--- src/swa_defines.svh ---
`ifndef SWA_DEFINES_SVH
`define SWA_DEFINES_SVH

// router geometry for the switch allocator

// number of router ports, local port included
`define SWA_P 5

// virtual channels per port
`define SWA_V 4

`endif
--- src/noc_pkg.sv ---
`default_nettype none

`include "swa_defines.svh"

package noc_pkg;

    // one bit per vc of a port
    typedef logic [`SWA_V-1:0] vc_mask_t;
    // one bit per router port
    typedef logic [`SWA_P-1:0] port_mask_t;
    // one-hot destination, own port left out
    typedef logic [`SWA_P-2:0] outport_sel_t;

    // per-port arrays, index is the input port
    typedef vc_mask_t [`SWA_P-1:0] vc_mask_arr_t;
    typedef outport_sel_t [`SWA_P-1:0] outport_sel_arr_t;
    // destination of every vc, indexed [port][vc]
    typedef outport_sel_t [`SWA_P-1:0][`SWA_V-1:0] dest_sel_arr_t;

    // own-port-excluded select to real output ports
    function automatic port_mask_t sel_to_port(int own, outport_sel_t sel);
        port_mask_t p;
        p = '0;
        for (int j = 0; j < `SWA_P - 1; j++) begin
            // bits at or above own port shift up by one
            if (j < own) begin
                p[j] = sel[j];
            end else begin
                p[j+1] = sel[j];
            end
        end
        return p;
    endfunction

    // real output ports back to the select seen from port own
    function automatic outport_sel_t port_to_sel(int own, port_mask_t p);
        outport_sel_t s;
        s = '0;
        for (int j = 0; j < `SWA_P - 1; j++) begin
            s[j] = (j < own) ? p[j] : p[j+1];
        end
        return s;
    endfunction

endpackage

`default_nettype wire

--- src/swa_pkg.sv ---
`default_nettype none

package swa_pkg;

    import noc_pkg::*;

    // request bundle for one allocation stage
    // built by the merge control, one per stage
    typedef struct packed {
        // vc request masks, already split and masked
        vc_mask_arr_t vc_req;
    } swa_req_t;

endpackage

`default_nettype wire

--- src/swa_result_if.sv ---
`timescale 1ns/100ps
`default_nettype none

// results of one switch allocation stage
interface swa_result_if;

    import noc_pkg::*;

    // vc per input port that won at its output
    vc_mask_arr_t     ivc_granted;
    // input arbiter choice, before output arbitration
    vc_mask_arr_t     first_arb_ivc;
    // winning destination per input port
    outport_sel_arr_t granted_dest;
    // input ports that won an output
    port_mask_t       inport_granted;
    // output ports that granted, by output index
    port_mask_t       outport_granted;
    // any vc of the port granted
    port_mask_t       any_ivc_grant;

    modport stage (
        output ivc_granted,
        output first_arb_ivc,
        output granted_dest,
        output inport_granted,
        output outport_granted,
        output any_ivc_grant
    );

    modport merge (
        input  ivc_granted,
        input  first_arb_ivc,
        input  granted_dest,
        input  inport_granted,
        input  outport_granted,
        input  any_ivc_grant
    );

endinterface

`default_nettype wire

--- src/spec_sw_alloc.sv ---
`timescale 1ns/100ps
`default_nettype none

`include "swa_defines.svh"

module spec_sw_alloc (
    input  logic                                  clk,
    input  logic                                  rst_n,
    // per vc, port-major
    input  logic [`SWA_P*`SWA_V-1:0]              ivc_request,
    input  logic [`SWA_P*`SWA_V-1:0]              ovc_is_assigned,
    input  logic [`SWA_P*`SWA_V-1:0]              assigned_ovc_not_full,
    // per port, from the vc allocator
    input  logic [`SWA_P-1:0]                     valid_speculation,
    // own-port-excluded select per vc
    input  logic [`SWA_P*`SWA_V*(`SWA_P-1)-1:0]   dest_port,
    output logic [`SWA_P*`SWA_V-1:0]              ivc_granted,
    output logic [`SWA_P*(`SWA_P-1)-1:0]          granted_dest_port,
    output logic [`SWA_P*(`SWA_P-1)-1:0]          nonspec_granted_dest_port,
    output logic [`SWA_P*(`SWA_P-1)-1:0]          spec_granted_dest_port,
    output logic [`SWA_P*`SWA_V-1:0]              spec_first_arb_ivc,
    output logic [`SWA_P-1:0]                     any_ivc_granted
);

    import swa_pkg::*;

    // split requests, one bundle per stage
    swa_req_t nonspec_req;
    swa_req_t spec_req;

    swa_result_if nonspec_res ();
    swa_result_if spec_res ();

    // vcs holding an ovc with room
    sw_alloc_stage u_nonspec_stage (
        .clk  (clk),
        .rst_n(rst_n),
        .req  (nonspec_req),
        .dest (dest_port),
        .res  (nonspec_res.stage)
    );

    // vcs still waiting for an ovc, runs in parallel
    sw_alloc_stage u_spec_stage (
        .clk  (clk),
        .rst_n(rst_n),
        .req  (spec_req),
        .dest (dest_port),
        .res  (spec_res.stage)
    );

    spec_merge_ctrl u_merge (
        .ivc_request          (ivc_request),
        .ovc_is_assigned      (ovc_is_assigned),
        .assigned_ovc_not_full(assigned_ovc_not_full),
        .valid_speculation    (valid_speculation),
        .nonspec_req          (nonspec_req),
        .spec_req             (spec_req),
        .nonspec              (nonspec_res.merge),
        .spec                 (spec_res.merge),
        .ivc_granted          (ivc_granted),
        .granted_dest         (granted_dest_port),
        .nonspec_granted_dest (nonspec_granted_dest_port),
        .spec_granted_dest    (spec_granted_dest_port),
        .spec_first_arb_ivc   (spec_first_arb_ivc),
        .any_ivc_granted      (any_ivc_granted)
    );

endmodule

`default_nettype wire

--- src/spec_merge_ctrl.sv ---
`timescale 1ns/100ps
`default_nettype none

`include "swa_defines.svh"

module spec_merge_ctrl (
    input  noc_pkg::vc_mask_arr_t     ivc_request,
    input  noc_pkg::vc_mask_arr_t     ovc_is_assigned,
    input  noc_pkg::vc_mask_arr_t     assigned_ovc_not_full,
    input  noc_pkg::port_mask_t       valid_speculation,
    output swa_pkg::swa_req_t         nonspec_req,
    output swa_pkg::swa_req_t         spec_req,
    swa_result_if.merge               nonspec,
    swa_result_if.merge               spec,
    output noc_pkg::vc_mask_arr_t     ivc_granted,
    output noc_pkg::outport_sel_arr_t granted_dest,
    output noc_pkg::outport_sel_arr_t nonspec_granted_dest,
    output noc_pkg::outport_sel_arr_t spec_granted_dest,
    output noc_pkg::vc_mask_arr_t     spec_first_arb_ivc,
    output noc_pkg::port_mask_t       any_ivc_granted
);

    import noc_pkg::*;

    // destinations still open to a speculative grant
    outport_sel_arr_t accept_sel;
    port_mask_t       keep;
    outport_sel_arr_t spec_dest_kept;
    vc_mask_arr_t     spec_ivc_kept;
    // output ports taken by kept speculative grants
    port_mask_t       kept_out;

    // non-speculative needs an assigned ovc with room
    assign nonspec_req.vc_req = ivc_request & ovc_is_assigned & assigned_ovc_not_full;
    // speculative covers vcs still waiting for an ovc
    assign spec_req.vc_req = ivc_request & ~ovc_is_assigned;

    always_comb begin
        kept_out = '0;
        for (int i = 0; i < `SWA_P; i++) begin
            // nothing open once the input port is busy
            // otherwise every output not taken by the nonspec stage
            accept_sel[i] = nonspec.inport_granted[i] ? '0
                          : ~port_to_sel(i, nonspec.outport_granted);
            // vc allocator must also confirm the speculation
            keep[i] = valid_speculation[i] & spec.inport_granted[i]
                    & (|(accept_sel[i] & spec.granted_dest[i]));
            spec_dest_kept[i] = keep[i] ? spec.granted_dest[i] : '0;
            spec_ivc_kept[i]  = keep[i] ? spec.ivc_granted[i] : '0;
            kept_out = kept_out | sel_to_port(i, spec_dest_kept[i]);
        end
    end

    // merged grants
    assign ivc_granted          = nonspec.ivc_granted | spec_ivc_kept;
    assign granted_dest         = nonspec.granted_dest | spec_dest_kept;
    assign nonspec_granted_dest = nonspec.granted_dest;
    assign spec_granted_dest    = spec_dest_kept;
    // first choice shown even when the grant is dropped
    assign spec_first_arb_ivc   = spec.first_arb_ivc;
    assign any_ivc_granted      = nonspec.any_ivc_grant | (keep & spec.any_ivc_grant);

    // cross-stage checks on the merged result
    always_comb begin
        for (int i = 0; i < `SWA_P; i++) begin
            assert (!((|nonspec.granted_dest[i]) && (|spec_dest_kept[i])))
                else $error("spec_merge_ctrl: port %0d has both grant kinds", i);
            assert (!((|nonspec.ivc_granted[i]) && (|spec_ivc_kept[i])))
                else $error("spec_merge_ctrl: vc mask %0d has both grant kinds", i);
        end
        // an output carries at most one kind of grant
        assert ((kept_out & nonspec.outport_granted) == '0)
            else $error("spec_merge_ctrl: output shared by both stages %b", kept_out);
    end

endmodule

`default_nettype wire

--- src/sw_alloc_stage.sv ---
`timescale 1ns/100ps
`default_nettype none

`include "swa_defines.svh"

module sw_alloc_stage (
    input  logic                   clk,
    input  logic                   rst_n,
    input  swa_pkg::swa_req_t      req,
    input  noc_pkg::dest_sel_arr_t dest,
    swa_result_if.stage            res
);

    import noc_pkg::*;

    // first stage, one vc per input port
    vc_mask_arr_t     first_gnt;
    port_mask_t       vc_any;
    // destination of the chosen vc
    outport_sel_arr_t vc_dest;
    // same destination as a real output port, per input
    port_mask_t [`SWA_P-1:0] in_port;
    // second stage, requests and grants per output port
    port_mask_t [`SWA_P-1:0] out_req;
    port_mask_t [`SWA_P-1:0] out_gnt;
    port_mask_t       out_any;
    // input ports that won their output
    port_mask_t       in_win;
    vc_mask_arr_t     ivc_win;
    outport_sel_arr_t dest_win;
    port_mask_t       any_win;

    for (genvar i = 0; i < `SWA_P; i++) begin : g_in
        // input arbiter moves only when the port wins at the output
        rr_arbiter #(
            .req_t(vc_mask_t)
        ) u_vc_arb (
            .clk      (clk),
            .rst_n    (rst_n),
            .request  (req.vc_req[i]),
            .grant    (first_gnt[i]),
            .any_grant(vc_any[i]),
            .advance  (in_win[i])
        );

        // a losing port keeps its vc choice while its requests hold
        assert property (@(posedge clk) disable iff (!rst_n)
            $past(vc_any[i] && !in_win[i]) && $stable(req.vc_req[i])
            |-> $stable(first_gnt[i]))
            else $error("sw_alloc_stage: port %0d vc choice moved without a win", i);
    end

    for (genvar o = 0; o < `SWA_P; o++) begin : g_out
        // output arbiter moves whenever it grants
        rr_arbiter #(
            .req_t(port_mask_t)
        ) u_port_arb (
            .clk      (clk),
            .rst_n    (rst_n),
            .request  (out_req[o]),
            .grant    (out_gnt[o]),
            .any_grant(out_any[o]),
            .advance  (out_any[o])
        );
    end

    // pick the destination of the granted vc
    always_comb begin
        for (int i = 0; i < `SWA_P; i++) begin
            vc_dest[i] = '0;
            for (int v = 0; v < `SWA_V; v++) begin
                if (first_gnt[i][v]) begin
                    vc_dest[i] = vc_dest[i] | dest[i][v];
                end
            end
            in_port[i] = vc_any[i] ? sel_to_port(i, vc_dest[i]) : '0;
        end
    end

    // transpose into per-output request masks
    always_comb begin
        for (int o = 0; o < `SWA_P; o++) begin
            for (int i = 0; i < `SWA_P; i++) begin
                out_req[o][i] = in_port[i][o];
            end
        end
    end

    // map output grants back to the input side
    always_comb begin
        for (int i = 0; i < `SWA_P; i++) begin
            in_win[i] = 1'b0;
            for (int o = 0; o < `SWA_P; o++) begin
                in_win[i] = in_win[i] | out_gnt[o][i];
            end
            ivc_win[i]  = in_win[i] ? first_gnt[i] : '0;
            dest_win[i] = in_win[i] ? vc_dest[i] : '0;
            any_win[i]  = |ivc_win[i];
        end
    end

    assign res.ivc_granted     = ivc_win;
    assign res.first_arb_ivc   = first_gnt;
    assign res.granted_dest    = dest_win;
    assign res.inport_granted  = in_win;
    assign res.outport_granted = out_any;
    assign res.any_ivc_grant   = any_win;

endmodule

`default_nettype wire

--- src/rr_arbiter.sv ---
`timescale 1ns/100ps
`default_nettype none

module rr_arbiter #(
    parameter type req_t = noc_pkg::vc_mask_t
) (
    input  logic clk,
    input  logic rst_n,
    input  req_t request,
    output req_t grant,
    output logic any_grant,
    input  logic advance
);

    localparam int N = $bits(req_t);
    // index 0 has top priority out of reset
    localparam logic [N-1:0] PTR_INIT = {{(N-1){1'b0}}, 1'b1};

    logic [N-1:0] req_vec;
    // one-hot priority pointer
    logic [N-1:0] ptr;
    logic [N-1:0] upper_mask;
    logic [N-1:0] upper_req;
    logic [N-1:0] gnt_vec;

    assign req_vec = request;

    // requesters at or above the pointer
    // mask is ptr - 1 inverted
    assign upper_mask = ~(ptr + {N{1'b1}});
    assign upper_req  = req_vec & upper_mask;

    // lowest set bit of the upper part or else the lowest overall
    assign gnt_vec = (|upper_req) ? (upper_req & -upper_req) : (req_vec & -req_vec);

    assign grant     = gnt_vec;
    assign any_grant = |req_vec;

    // next priority goes to the index after the grantee
    always_ff @(posedge clk) begin
        if (!rst_n) begin
            ptr <= PTR_INIT;
        end else if (advance && any_grant) begin
            ptr <= {gnt_vec[N-2:0], gnt_vec[N-1]};
        end
    end

    // grant is one-hot or empty and only to a requester
    assert property (@(posedge clk) disable iff (!rst_n)
        $onehot0(grant) && ((grant & ~request) == '0))
        else $error("rr_arbiter: bad grant %b for request %b", grant, request);

endmodule

`default_nettype wire

--- config.mk ---
export PLATFORM = sky130hd
export DESIGN_NAME = spec_sw_alloc
export DESIGN_NICKNAME = d
export VERILOG_FILES = /design/src/noc_pkg.sv /design/src/swa_pkg.sv /design/src/swa_result_if.sv /design/src/spec_sw_alloc.sv /design/src/spec_merge_ctrl.sv /design/src/sw_alloc_stage.sv /design/src/rr_arbiter.sv
export VERILOG_INCLUDE_DIRS = /design/src
export SDC_FILE = /design/constraint.sdc
export NUM_CORES = 1
export LEC_CHECK = 0
export ABC_CLOCK_PERIOD_IN_PS = 3900
export BUFFER_PORTS_ARGS = -buffer_cell sky130_fd_sc_hd__buf_2
export CAP_MARGIN = 20
export CORE_MARGIN = 1
export CORE_UTILIZATION = 45
export CTS_BUF_LIST = sky130_fd_sc_hd__clkbuf_16
export CTS_CLUSTER_SIZE = 28
export DETAILED_ROUTE_END_ITERATION = 8
export PLACE_DENSITY = 0.69
export SLEW_MARGIN = 20
export SYNTH_ARGS = -nofsm -noshare
export SYNTH_HDL_FRONTEND = slang
export SYNTH_SLANG_ARGS = --single-unit
--- constraint.sdc ---
create_clock -name clk -period 3.9 [get_ports clk]
set_clock_uncertainty 0.15 [all_clocks]
set_input_delay 0.585 -clock clk [delete_from_list [all_inputs] [get_ports clk]]
set_output_delay 0.585 -clock clk [all_outputs]
set_load 0.03 [all_outputs]
==> key figures, run 1 <==
CTS
  • # hold bufs at CTS: 0
  • CTS Root Cell: clkbuf_16
  • Number of clock buffers inserted by TritonCTS: 9
  • Number of H-tree levels: 3
  • Clk buf depth: 2
  • Clock sinks: 80

Die
  • IO Pins: 252
  • Initial cell density of the core: 46.5%
  • Count of standard-cell rows: 50
  • Die Span Y: 142 µm
  • Floorplan die width: 142 µm

Yosys
  • Library cells used by synthesis: 100
  • Library cell occupying the most area in the post-synthesis netlist: dfxtp_1
  • Number of cells produced by synthesis: 1,169
  • Avg Cell Area, Syn: 7.57 µm²
  • Top cells by area, synth: dfxtp_1 (18%), nor2_1 (5.4%), a21oi_1 (4.5%)
  • Yosys synthesis warning count: 0
  • Post-synth EDFFs: 0
  • Post-synth ARST share: 0%
  • Summed instance area of the synthesized netlist: 8850 µm²
  • Area share of the largest cell type after synthesis: 18.1%
  • Prevailing post-synth register cell: dfxtp_1
  • Share of the yosys chip area belonging to registers: 18.1%
  • Post-synth net total: 1,336
  • Register bit total from synthesis: 80

Run status
  • Err: [ERROR GRT-0232] Routing congestion too high. Check the congestion heatmap in the GUI.
  • Status: stopped before the end
  • Last stage the flow got to: 5_1_grt

Placed design
  • Final GP Congestion: 1.01
  • Post-placement cell area: 14,100 µm²
  • Count of input and output buffers: 251
  • Post-detailed-placement half-perimeter wirelength: 31.9 mm

Global routing
  • Total global routing overflow: 1
  • GRT Util Overall: 72.6%
  • Maximum number of pins on one net before global-route repair: 45
## Yosys cell counts (all sizes together) (7+ instances only)
| library cell | n |
|---|---|
| a211oi | 23 |
| a21o | 13 |
| a21oi | 80 |
| a221o | 14 |
| a221oi | 12 |
| a22o | 29 |
| a22oi | 11 |
| a31oi | 9 |
| and2 | 24 |
| and3 | 25 |
| and4 | 16 |
| buf | 21 |
| clkbuf | 21 |
| dfxtp | 80 |
| ha | 20 |
| inv | 82 |
| mux2i | 25 |
| nand2 | 85 |
| nand2b | 36 |
| nand3 | 43 |
| nand3b | 9 |
| nand4 | 25 |
| nor2 | 128 |
| nor2b | 18 |
| nor3 | 33 |
| nor4 | 17 |
| nor4b | 8 |
| o211ai | 19 |
| o21ai | 47 |
| o22ai | 31 |
| o31a | 7 |
| o31ai | 10 |
| or3 | 9 |
| or4 | 7 |
| xnor2 | 12 |
| xor2 | 17 |
## through the flow
stage	instances	worst slack, ps
2_1_floorplan	1169	-232
4_1_cts	2120	-684
3_3_place_gp	2031	-712
3_5_place_dp	2031	-766
## layer usage
layer  overflow  GRT usage (%)
met1          0           72.4
met2          1           89.7
met3          0           58.1
met4          0           67.0
met5          0           41.4
## kinds of logic after synthesis
group / after synthesis / synth area share (%)
simple gates: 509 / 33.4
compound gates: 382 / 34.0
buf+inv: 124 / 5.85
flops: 80 / 18.1
xor+xnor: 29 / 2.95
mux: 25 / 2.83
fa+ha+maj: 20 / 2.83
## repair_timing
action	4_1_cts
pin swaps	49
setup buffers	75
gates resized for setup	310
endpoints found under the setup margin	85
cloned	3
==> run 2, diff against run 1 <==
ABC_CLOCK_PERIOD_IN_PS = 5100   (was 3900)
CORE_UTILIZATION = 30   (was 45)
CTS_BUF_LIST = default   (was sky130_fd_sc_hd__clkbuf_16)
CTS_CLUSTER_SIZE = default   (was 28)
PLACE_DENSITY = default   (was 0.69)
PLACE_DENSITY_LB_ADDON = 0.15   (was default)
clock period = 5.1 ns   (was 3.9 ns; I/O delays follow)
==> run 2 against run 1 <==
The run now ends clean. Synthesized cell count unchanged. Synthesized area unchanged.
==> key figures, run 2 <==
Run status
  • Status: finished, final reports clean

Global routing
  • Global-route wire length before repair: 57.4 mm
  • GRT Util Overall: 24.0%
  • Vias in the first global route: 10,300
  • Maximum number of pins on one net before global-route repair: 45
  • Initial antenna violation count: 0
  • Total global routing overflow: 0

Yosys
  • Yosys synthesis warning count: 0
  • Top cells by area, synth: dfxtp_1 (18%), nor2_1 (5.4%), a21oi_1 (4.5%)
  • Most frequent cell after synthesis: nor2_1
  • Library cells used by synthesis: 100
  • Post-synth net total: 1,336
  • Register bit total from synthesis: 80
  • Library cell occupying the most area in the post-synthesis netlist: dfxtp_1
  • Prevailing post-synth register cell: dfxtp_1
  • Avg Cell Area, Syn: 7.57 µm²
  • Most frequent cells after synthesis: nor2_1 (128), nand2_1 (85), a21oi_1 (80), dfxtp_1 (80), inv_1 (80)
  • Post-synth EDFFs: 0
  • Share of the yosys chip area belonging to registers: 18.1%
  • Summed instance area of the synthesized netlist: 8850 µm²
  • Number of cells produced by synthesis: 1,169
  • Area share of the largest cell type after synthesis: 18.1%
  • Post-synth ARST share: 0%

CTS
  • Clock transition time at the flip-flop clock pins of the worst setup and hold paths: 60 ps
  • Worst-skew pair later-pin latency: 350 ps
  • Number of clock buffers inserted by TritonCTS: 9
  • Clock sinks: 80
  • Clock tree from TritonCTS: done
  • CTS Root Cell: clkbuf_16
  • Clk buf depth: 2
  • Number of H-tree levels: 3

Setup path
  • FF-to-FF Start: u_nonspec_stage.g_in[2].u_vc_arb.ptr[2]
  • Cells along the critical path: buf_2 -> nand3_1 -> or3_1 -> a32o_1 -> a22o_1 -> a211oi_4 -> buf_4 -> nand3_1 -> a2111oi_2 -> nor4_4 -> buf_4 -> nand2b_1 -> o21ai_1 -> buf_2
  • Capturing point of the worst reg2reg path: u_nonspec_stage.g_in[3].u_vc_arb.ptr[2]
  • Slowest library cell on the worst path: a2111oi_2
  • Class of the most critical setup path: in2out
  • Startpoint type of the worst setup path: input port
  • Critical Path Max Stage Delay: 520 ps
  • Data required time of the critical path: 4180 ps
  • Crit Path Max Fanout: 17
  • Reg2reg setup slack: 1340 ps
  • Kind of capture point of the worst setup path: primary output
  • Crit path arrival time: 4080 ps
  • Register-to-Register Path Depth: 12

Route
  • Post-Route M1 WL: 17.0 mm
  • Remaining DRCs: 0
  • Detail Route Antenna Nets: 0
  • Number of vias in the routed layout: 10,900
  • Via-to-Cell Ratio: 5.69
  • Highest metal layer with signal wires: met4
  • Number of optimization iterations in the first detailed-route pass: 6
  • Routed wire per std cell: 19.8 µm
  • Starting DRC count in detailed routing: 800
  • Drt total wl: 37.8 mm
  • Met3 WL: 2.10 mm
  • Met2 routed WL: 17.7 mm

Die
  • Initial cell density of the core: 30.7%
  • IO Pins: 252
  • Floorplan die width: 174 µm
  • Area of the placeable core: 28,900 µm²
  • Total Die Area: 30,200 µm²
  • Count of standard-cell rows: 62
  • Die Span Y: 174 µm

STA
  • Max-slew violation total from the final report: 0
  • Maximum clock frequency: 200 MHz
  • Clock period minus final worst setup slack: 5000 ps
  • Unrepaired setup endpoints after global routing: true
  • Worst-Margin Slew: 731 ps
  • Slew headroom: 50.8%
  • Portion of the clock cycle consumed by the worst path in the final layout: 98.0%
  • Setup Viol. Count Final: 0
  • Final Hold Fails: 0
  • Worst Hold Slack: 308 ps
  • Post-layout worst setup margin: 102 ps

Placed design
  • DP Worst Slack: -233 ps
  • Count of input and output buffers: 251
  • Placed cell count: 1,880
  • Post-detailed-placement half-perimeter wirelength: 30.5 mm
  • Final GP Congestion: 0.940

Cells and area
  • N_diodes: 0
  • Leading cell type in the layout, fill and taps excluded: buf_2
  • Commonest cells after routing, fill and taps aside: buf_2 (249), buf_4 (129), nor2_1 (125)
  • Fraction of layout cells with a size suffix above 1: 33.8%
  • # nets final: 1,690
  • Non-filler instance count after layout: 1,912
  • Signed area change from the synthesized netlist to the final layout: 35.4%

Hold path
  • Hold Path Depth: 2
  • Type of the most critical hold path: reg2reg
  • Worst-case hold path end point: u_spec_stage.g_out[3].u_port_arb.ptr[1]
  • Hold Startpoint: u_spec_stage.g_out[3].u_port_arb.ptr[1]

Power and ir drop
  • PwrDens: 495 nW/µm²
  • Leakage power total: 0.00547 µW
  • Total power: 5930 µW
  • Peak ir drop on the vdd network: 0.000215 V

Job
  • Number of violations of the max-capacitance limit: 0
==> run 2: worst max-delay path by stage <==
stage                                            startpoint  slack, ps               endpoint  cells after the start
finish                                      ivc_request[11]        100        ivc_granted[15]                     14
global route        u_nonspec_stage.g_in[0].u_vc_arb.ptr[1]        -20  granted_dest_port[17]                     17
CTS                    u_spec_stage.g_in[1].u_vc_arb.ptr[0]         20  granted_dest_port[17]                     15
detailed placement                           ivc_request[7]       -230        ivc_granted[18]                     15
global placement                             ivc_request[7]       -190        ivc_granted[18]                     15
floorplan                               ovc_is_assigned[10]        140  granted_dest_port[17]                     10
==> run 2: report_power, final <==
| part | leakage (µW) | internal [µW] | switching, µW |
|---|---|---|---|
| combinational | 0.00466 | 1680 | 2580 |
| clock | 0.000145 | 393 | 291 |
| sequential | 0.000660 | 794 | 189 |
==> run 2: kinds of logic after synthesis <==
group           Yosys count  synth area share, %
compound gates          382                 34.0
xor+xnor                 29                 2.95
fa+ha+maj                20                 2.83
buf+inv                 124                 5.85
flops                    80                 18.1
mux                      25                 2.83
simple gates            509                 33.4
==> run 2: through the flow <==
step	setup TNS (ps)	util (%)	instance area [µm²]
after floorplan	0	-	8860
after global placement	-1320	39.2	11300
after detailed placement	-2800	39.2	11300
after CTS	0	40.5	11700
after global routing	-94.5	41.5	12000
final	0	41.5	12000
==> run 2: per-layer routing <==
metal | GRT usage (%) | vias up
met5 | 0 | -
met4 | 8.52 | 0
met3 | 2.48 | 71
met2 | 39.8 | 483
met1 | 32.2 | 5148
li1 | - | 5173
==> run 2: layout make-up <==
class / instances / area [µm²]
fillers: 3038 / 16900
multi-input cells: 965 / 6970
repair buffers: 385 / 2310
flip-flops and latches: 80 / 1610
well taps: 384 / 480
inverters: 82 / 308
clock buffers: 11 / 243
clock inverters: 5 / 56.3
==> run 2: repair_timing <==
action	in CTS	in global routing
pin swaps	4	11
buffers inserted	6	9
hold buffers	0	0
setup endpoints to repair	47	62
endpoints found under the hold margin	0	0
gates resized for setup	6	52
==> run 2: worst max-delay path, delay by kind of cell <==
kind / cells / cell delay, ps
compound gates: 5 / 1530
buf+inv: 4 / 770
simple gates: 5 / 1020
No activity file was read; power rests on OpenSTA's default activity.
==> run 3, diff against run 2 <==
CTS_BUF_LIST = sky130_fd_sc_hd__clkbuf_4   (was default)
==> run 3 against run 2 <==
Critical path depth down 1. Non-clock buffer count up 34. Sequential share of layout area down 0.29 points. Register-to-register slack better by 60 ps. Critical path type is now reg2out. Largest power group unchanged. Highest routed layer unchanged.
==> key figures, run 3 (same netlist as run 2, synthesis figures left out) <==
Run status
  • Status: finished, final reports clean

CTS
  • Clk buf depth: 2
  • CTS Root Cell: clkbuf_4
  • Number of H-tree levels: 3
  • Clock transition time at the flip-flop clock pins of the worst setup and hold paths: 150 ps
  • Number of clock buffers inserted by TritonCTS: 9
  • # hold bufs at CTS: 0
  • Worst-skew pair later-pin latency: 480 ps
  • Clock tree from TritonCTS: done
  • Clock sinks: 80

STA
  • Total Neg Setup Slack: 0 ps
  • Setup Viol. Count Final: 0
  • Worst-Margin Slew: 729 ps
  • Maximum clock frequency: 198 MHz
  • Clock period minus final worst setup slack: 5050 ps
  • Unrepaired setup endpoints after global routing: true
  • Max-slew violation total from the final report: 0
  • Final Hold Fails: 0
  • Portion of the clock cycle consumed by the worst path in the final layout: 99.0%
  • Slew headroom: 51.4%

Global routing
  • Initial antenna violation count: 1
  • GRT Util Overall: 24.2%
  • Global-route wire length before repair: 58.0 mm
  • Total global routing overflow: 0
  • Maximum number of pins on one net before global-route repair: 45
  • Vias in the first global route: 10,400

Route
  • Number of optimization iterations in the first detailed-route pass: 5
  • Remaining DRCs: 0
  • Via-to-Cell Ratio: 5.69
  • Starting DRC count in detailed routing: 860
  • Drt total wl: 38.5 mm
  • Number of vias in the routed layout: 11,100
  • Detail Route Antenna Nets: 0
  • Routed wire per std cell: 19.8 µm

Setup path
  • Reg2reg setup slack: 1400 ps
  • Startpoint type of the worst setup path: register
  • Cells along the critical path: o31a_1 -> or3_4 -> a32o_2 -> a222oi_1 -> a21boi_4 -> o22ai_1 -> buf_4 -> a211oi_4 -> nor4_4 -> buf_6 -> or3b_1 -> o21ai_1 -> buf_4
  • FF-to-FF Start: u_nonspec_stage.g_in[2].u_vc_arb.ptr[2]
  • Capturing point of the worst reg2reg path: u_nonspec_stage.g_in[4].u_vc_arb.ptr[3]
  • Register-to-Register Path Depth: 12
  • Slowest library cell on the worst path: dfxtp_4
  • Crit Path Max Fanout: 10
  • Critical Path Max Stage Delay: 390 ps
  • Data required time of the critical path: 4180 ps
  • Crit. path cell count: 13
  • Cell repeated most along the worst path: buf_4
  • Class of the most critical setup path: reg2out
  • Kind of capture point of the worst setup path: primary output
  • Crit-path leading delay family: compound AO/OA/AOI/OAI gates
  • Crit path arrival time: 4130 ps
  • Destination of the critical timing path: ivc_granted[18]
  • Launching instance or port of the critical path: u_nonspec_stage.g_in[2].u_vc_arb.ptr[2]
  • Bufs and invs on worst path: 3

Cells and area
  • Commonest cells after routing, fill and taps aside: buf_2 (225), buf_4 (174), nor2_1 (121)
  • Fraction of layout cells with a size suffix above 1: 38.7%
  • Area of all placed cells without fillers: 12,500 µm²
  • Non-filler instance count after layout: 1,947
  • Signed area change from the synthesized netlist to the final layout: 41.3%
  • # nets final: 1,724
  • Leading cell type in the layout, fill and taps excluded: buf_2

Power and ir drop
  • PwrDens: 475 nW/µm²
  • Leakage power total: 0.00565 µW
  • Total power: 5940 µW
  • Peak ir drop on the vdd network: 0.000216 V

Die
  • Area of the placeable core: 28,900 µm²
  • Floorplan die width: 174 µm
  • Die Span Y: 174 µm
  • Total Die Area: 30,200 µm²
  • Initial cell density of the core: 30.7%
  • Count of standard-cell rows: 62
  • IO Pins: 252

Placed design
  • Post-placement cell area: 11,300 µm²
  • Final GP Congestion: 0.940
  • Placed cell count: 1,880
  • Post-detailed-placement half-perimeter wirelength: 30.5 mm
  • Count of input and output buffers: 251

Job
  • Number of violations of the max-capacitance limit: 0

Hold path
  • Type of the most critical hold path: reg2reg
  • Hold Startpoint: u_spec_stage.g_out[3].u_port_arb.ptr[1]
-- run 3: final cells by class --
cell class,count,area [µm²]
clock buffer,10,75.1
timing repair buffer,419,2670
antenna,1,2.50
tap,384,480
sequential,80,1640
clock inverter,6,60.1
multi-input combinational,965,7270
inverter,82,308
fill,3023,16300
-- run 3: tightest hold or removal path: cells and delay by family, from the launching register on --
family | cells | cell delay (ps)
flops | 1 | 340
simple gates | 1 | 50
compound gates | 1 | 50
-- run 3: report_power, final --
part / switching, µW / internal, µW / total [µW]
logic: 2680 / 1860 / 4540
clock network: 258 / 153 / 410
registers: 194 / 804 / 998
total: 3130 / 2810 / 5940
-- run 3: through the flow --
stage / util [%] / setup WS (ps) / hold slack [ps]
4_1_cts: 40.7 / -7.82 / 320
3_3_place_gp: 39.2 / -185 / 296
3_5_place_dp: 39.2 / -233 / 301
6_report: 43.3 / 53.5 / 320
5_1_grt: 43.3 / -107 / 350
2_1_floorplan: - / 142 / 286
-- run 3: what timing repair did --
action	in CTS	in global routing
setup endpoints to repair	76	70
pin swaps	9	29
buffers inserted	14	34
hold endpoints to repair	0	0
gates resized for setup	45	145
cloned	0	2
-- run 3: how the worst min path moves through the flow --
| stage | to | slack [ps] | depth (start not counted) |
|---|---|---|---|
| 2_1_floorplan | u_nonspec_stage.g_out[4].u_port_arb.ptr[0] | 290 | 2 |
| 3_3_place_gp | u_spec_stage.g_out[3].u_port_arb.ptr[1] | 300 | 2 |
| 3_5_place_dp | u_spec_stage.g_out[3].u_port_arb.ptr[1] | 300 | 2 |
| 4_1_cts | u_spec_stage.g_out[3].u_port_arb.ptr[1] | 320 | 2 |
| 5_1_grt | u_spec_stage.g_out[3].u_port_arb.ptr[1] | 350 | 2 |
| 6_report | u_spec_stage.g_out[3].u_port_arb.ptr[1] | 320 | 2 |
-- run 3: layer usage --
layer / routed length [µm] / global-route usage [%] / vias to the layer above
li1: - / - / 5232
met1: 17000 / 32.3 / 5259
met2: 18000 / 39.9 / 510
met3: 2320 / 3.16 / 87
met4: 1190 / 8.63 / 0
met5: 0 / 0 / -
==> run 4, diff against run 3 <==
RECOVER_POWER = 25   (was default)
==> run 4 against run 3 <==
Combinational power hardly changed. Cell count stayed put. Sequential power hardly changed. Hold slack stayed put. Flip-flop and latch count stayed put. Count of clock-buffer cells in the layout stayed put. Critical path type unchanged. Largest cell class unchanged. Largest power group unchanged. Highest routed layer unchanged.
==> key figures, run 4 (same netlist as run 2, synthesis figures left out) <==
Route
  • Number of vias in the routed layout: 11,100
  • Via-to-Cell Ratio: 5.70
  • Number of optimization iterations in the first detailed-route pass: 7
  • Remaining DRCs: 0
  • Routed wire per std cell: 19.8 µm
  • Detail Route Antenna Nets: 0
  • Drt total wl: 38.5 mm
  • Starting DRC count in detailed routing: 858

STA
  • Slew headroom: 51.6%
  • Worst-Margin Slew: 725 ps
  • Setup Viol. Count Final: 0
  • Worst Hold Slack: 320 ps
  • Maximum clock frequency: 198 MHz
  • Max-slew violation total from the final report: 0
  • Final Hold Fails: 0
  • Portion of the clock cycle consumed by the worst path in the final layout: 98.8%
  • Unrepaired setup endpoints after global routing: true
  • Clock period minus final worst setup slack: 5040 ps

Power and ir drop
  • Combinational fraction of design power: 76.3%
  • Total power: 5940 µW
  • Internal power component: 2810 µW
  • Peak ir drop on the vdd network: 0.000216 V
  • PwrDens: 475 nW/µm²
  • Clock power frac: 6.9%
  • Leakage power total: 0.00565 µW
  • Sequential share of power: 16.8%
  • Switching share of power: 52.6%
  • Total net switching power: 3130 µW

Die
  • Area of the placeable core: 28,900 µm²
  • IO Pins: 252
  • Total Die Area: 30,200 µm²
  • Floorplan die width: 174 µm
  • Die Span Y: 174 µm
  • Initial cell density of the core: 30.7%
  • Count of standard-cell rows: 62

CTS
  • Worst-skew pair later-pin latency: 480 ps
  • Number of clock buffers inserted by TritonCTS: 9
  • Clock sinks: 80
  • Clock tree from TritonCTS: done
  • Number of H-tree levels: 3
  • Clock transition time at the flip-flop clock pins of the worst setup and hold paths: 150 ps
  • # hold bufs at CTS: 0
  • CTS Root Cell: clkbuf_4
  • Clk buf depth: 2

Job
  • Number of violations of the max-capacitance limit: 0

Setup path
  • Kind of capture point of the worst setup path: primary output
  • Launching instance or port of the critical path: u_nonspec_stage.g_in[2].u_vc_arb.ptr[2]
  • Data required time of the critical path: 4180 ps
  • Class of the most critical setup path: reg2out
  • Crit path arrival time: 4120 ps
  • Startpoint type of the worst setup path: register
  • Crit Path Max Fanout: 10
  • FF-to-FF Start: u_nonspec_stage.g_in[2].u_vc_arb.ptr[2]

Cells and area
  • Area of all sequential standard cells: 1640 µm²
  • Non-filler instance count after layout: 1,947
  • Fraction of layout cells with a size suffix above 1: 38.7%
  • Signed area change from the synthesized netlist to the final layout: 41.3%
  • # nets final: 1,724
  • Commonest cells after routing, fill and taps aside: buf_2 (225), buf_4 (174), nor2_1 (121)
  • Area of all placed cells without fillers: 12,500 µm²
  • Multi-input logic area: 7270 µm²
  • Core occupancy in the finished layout: 43.3%
  • Fillers: 3,024
  • Leading cell type in the layout, fill and taps excluded: buf_2

Placed design
  • Count of input and output buffers: 251
  • Placed cell count: 1,880
  • Final GP Congestion: 0.940
  • Post-placement cell area: 11,300 µm²
  • Post-detailed-placement half-perimeter wirelength: 30.5 mm

Global routing
  • Global-route wire length before repair: 58.0 mm
  • Initial antenna violation count: 1
  • GRT Util Overall: 24.2%
  • Total global routing overflow: 0
  • Maximum number of pins on one net before global-route repair: 45
  • Vias in the first global route: 10,400

Hold path
  • Type of the most critical hold path: reg2reg
  • Hold Startpoint: u_spec_stage.g_out[3].u_port_arb.ptr[1]

Run status
  • Status: finished, final reports clean
==> run 4: cell counts in the layout (fill, tap and decap cells not counted) <==
No cell type changed its count.
==> run 4: metal layers <==
layer | vias up | share of wire (%) | track usage, %
met3 | 87 | 5.9 | 3.16
met2 | 510 | 47 | 39.9
li1 | 5230 | - | -
met4 | 0 | 3.1 | 8.63
met1 | 5263 | 44 | 32.3
met5 | - | 0 | 0
==> run 4: critical path, stage by stage (launching register included) <==
cell and delay [ps]:
dfxtp_4 390, o31a_1 330, or3_4 380, a32o_2 340
a222oi_1 330, a21boi_4 340, o22ai_1 160, buf_4 170
a211oi_4 250, nor4_4 120, buf_6 160, or3b_1 370
o21ai_1 110, buf_4 190
==> run 4: worst paths after layout <==
check	end	slack, ps	cells after the start
min	u_spec_stage.g_out[3].u_port_arb.ptr[1]	320	2
max reg2reg	u_nonspec_stage.g_in[4].u_vc_arb.ptr[3]	1410	12
max	ivc_granted[18]	60	13
min reg2reg	u_spec_stage.g_out[3].u_port_arb.ptr[1]	320	2
==> run 4: timing repair <==
item                                    CTS  global route
buffers inserted                         14            34
resized for setup                        45           145
hold endpoints to repair                  0             0
cloned                                    0             2
pin swaps                                 9            29
endpoints found under the setup margin   76            70
==> run 4: final cells by class <==
class,count,share of cell area [%]
clock buffers,10,0.600
inverters,82,2.46
clock inverters,6,0.480
flip-flops and latches,80,13.1
well taps,384,3.84
multi-input cells,965,58.1
repair buffers,419,21.3
diodes,1,0.0200
==> run 4: metrics by stage <==
step	setup slack, ps	setup TNS (ps)
floorplan	142	0
global placement	-185	-1320
detailed placement	-233	-2800
CTS	-7.82	-10.6
global route	-107	-1640
finish	60.9	0
==> run 4: power groups by stage <==
stage               clock network (µW)  logic [µW]  registers (µW)
detailed placement                   0        4030             985
global route                       455        4860            1020
global placement                     0        4020             983
finish                             411        4530             998
CTS                                422        4180             975
floorplan                            0        2710             935
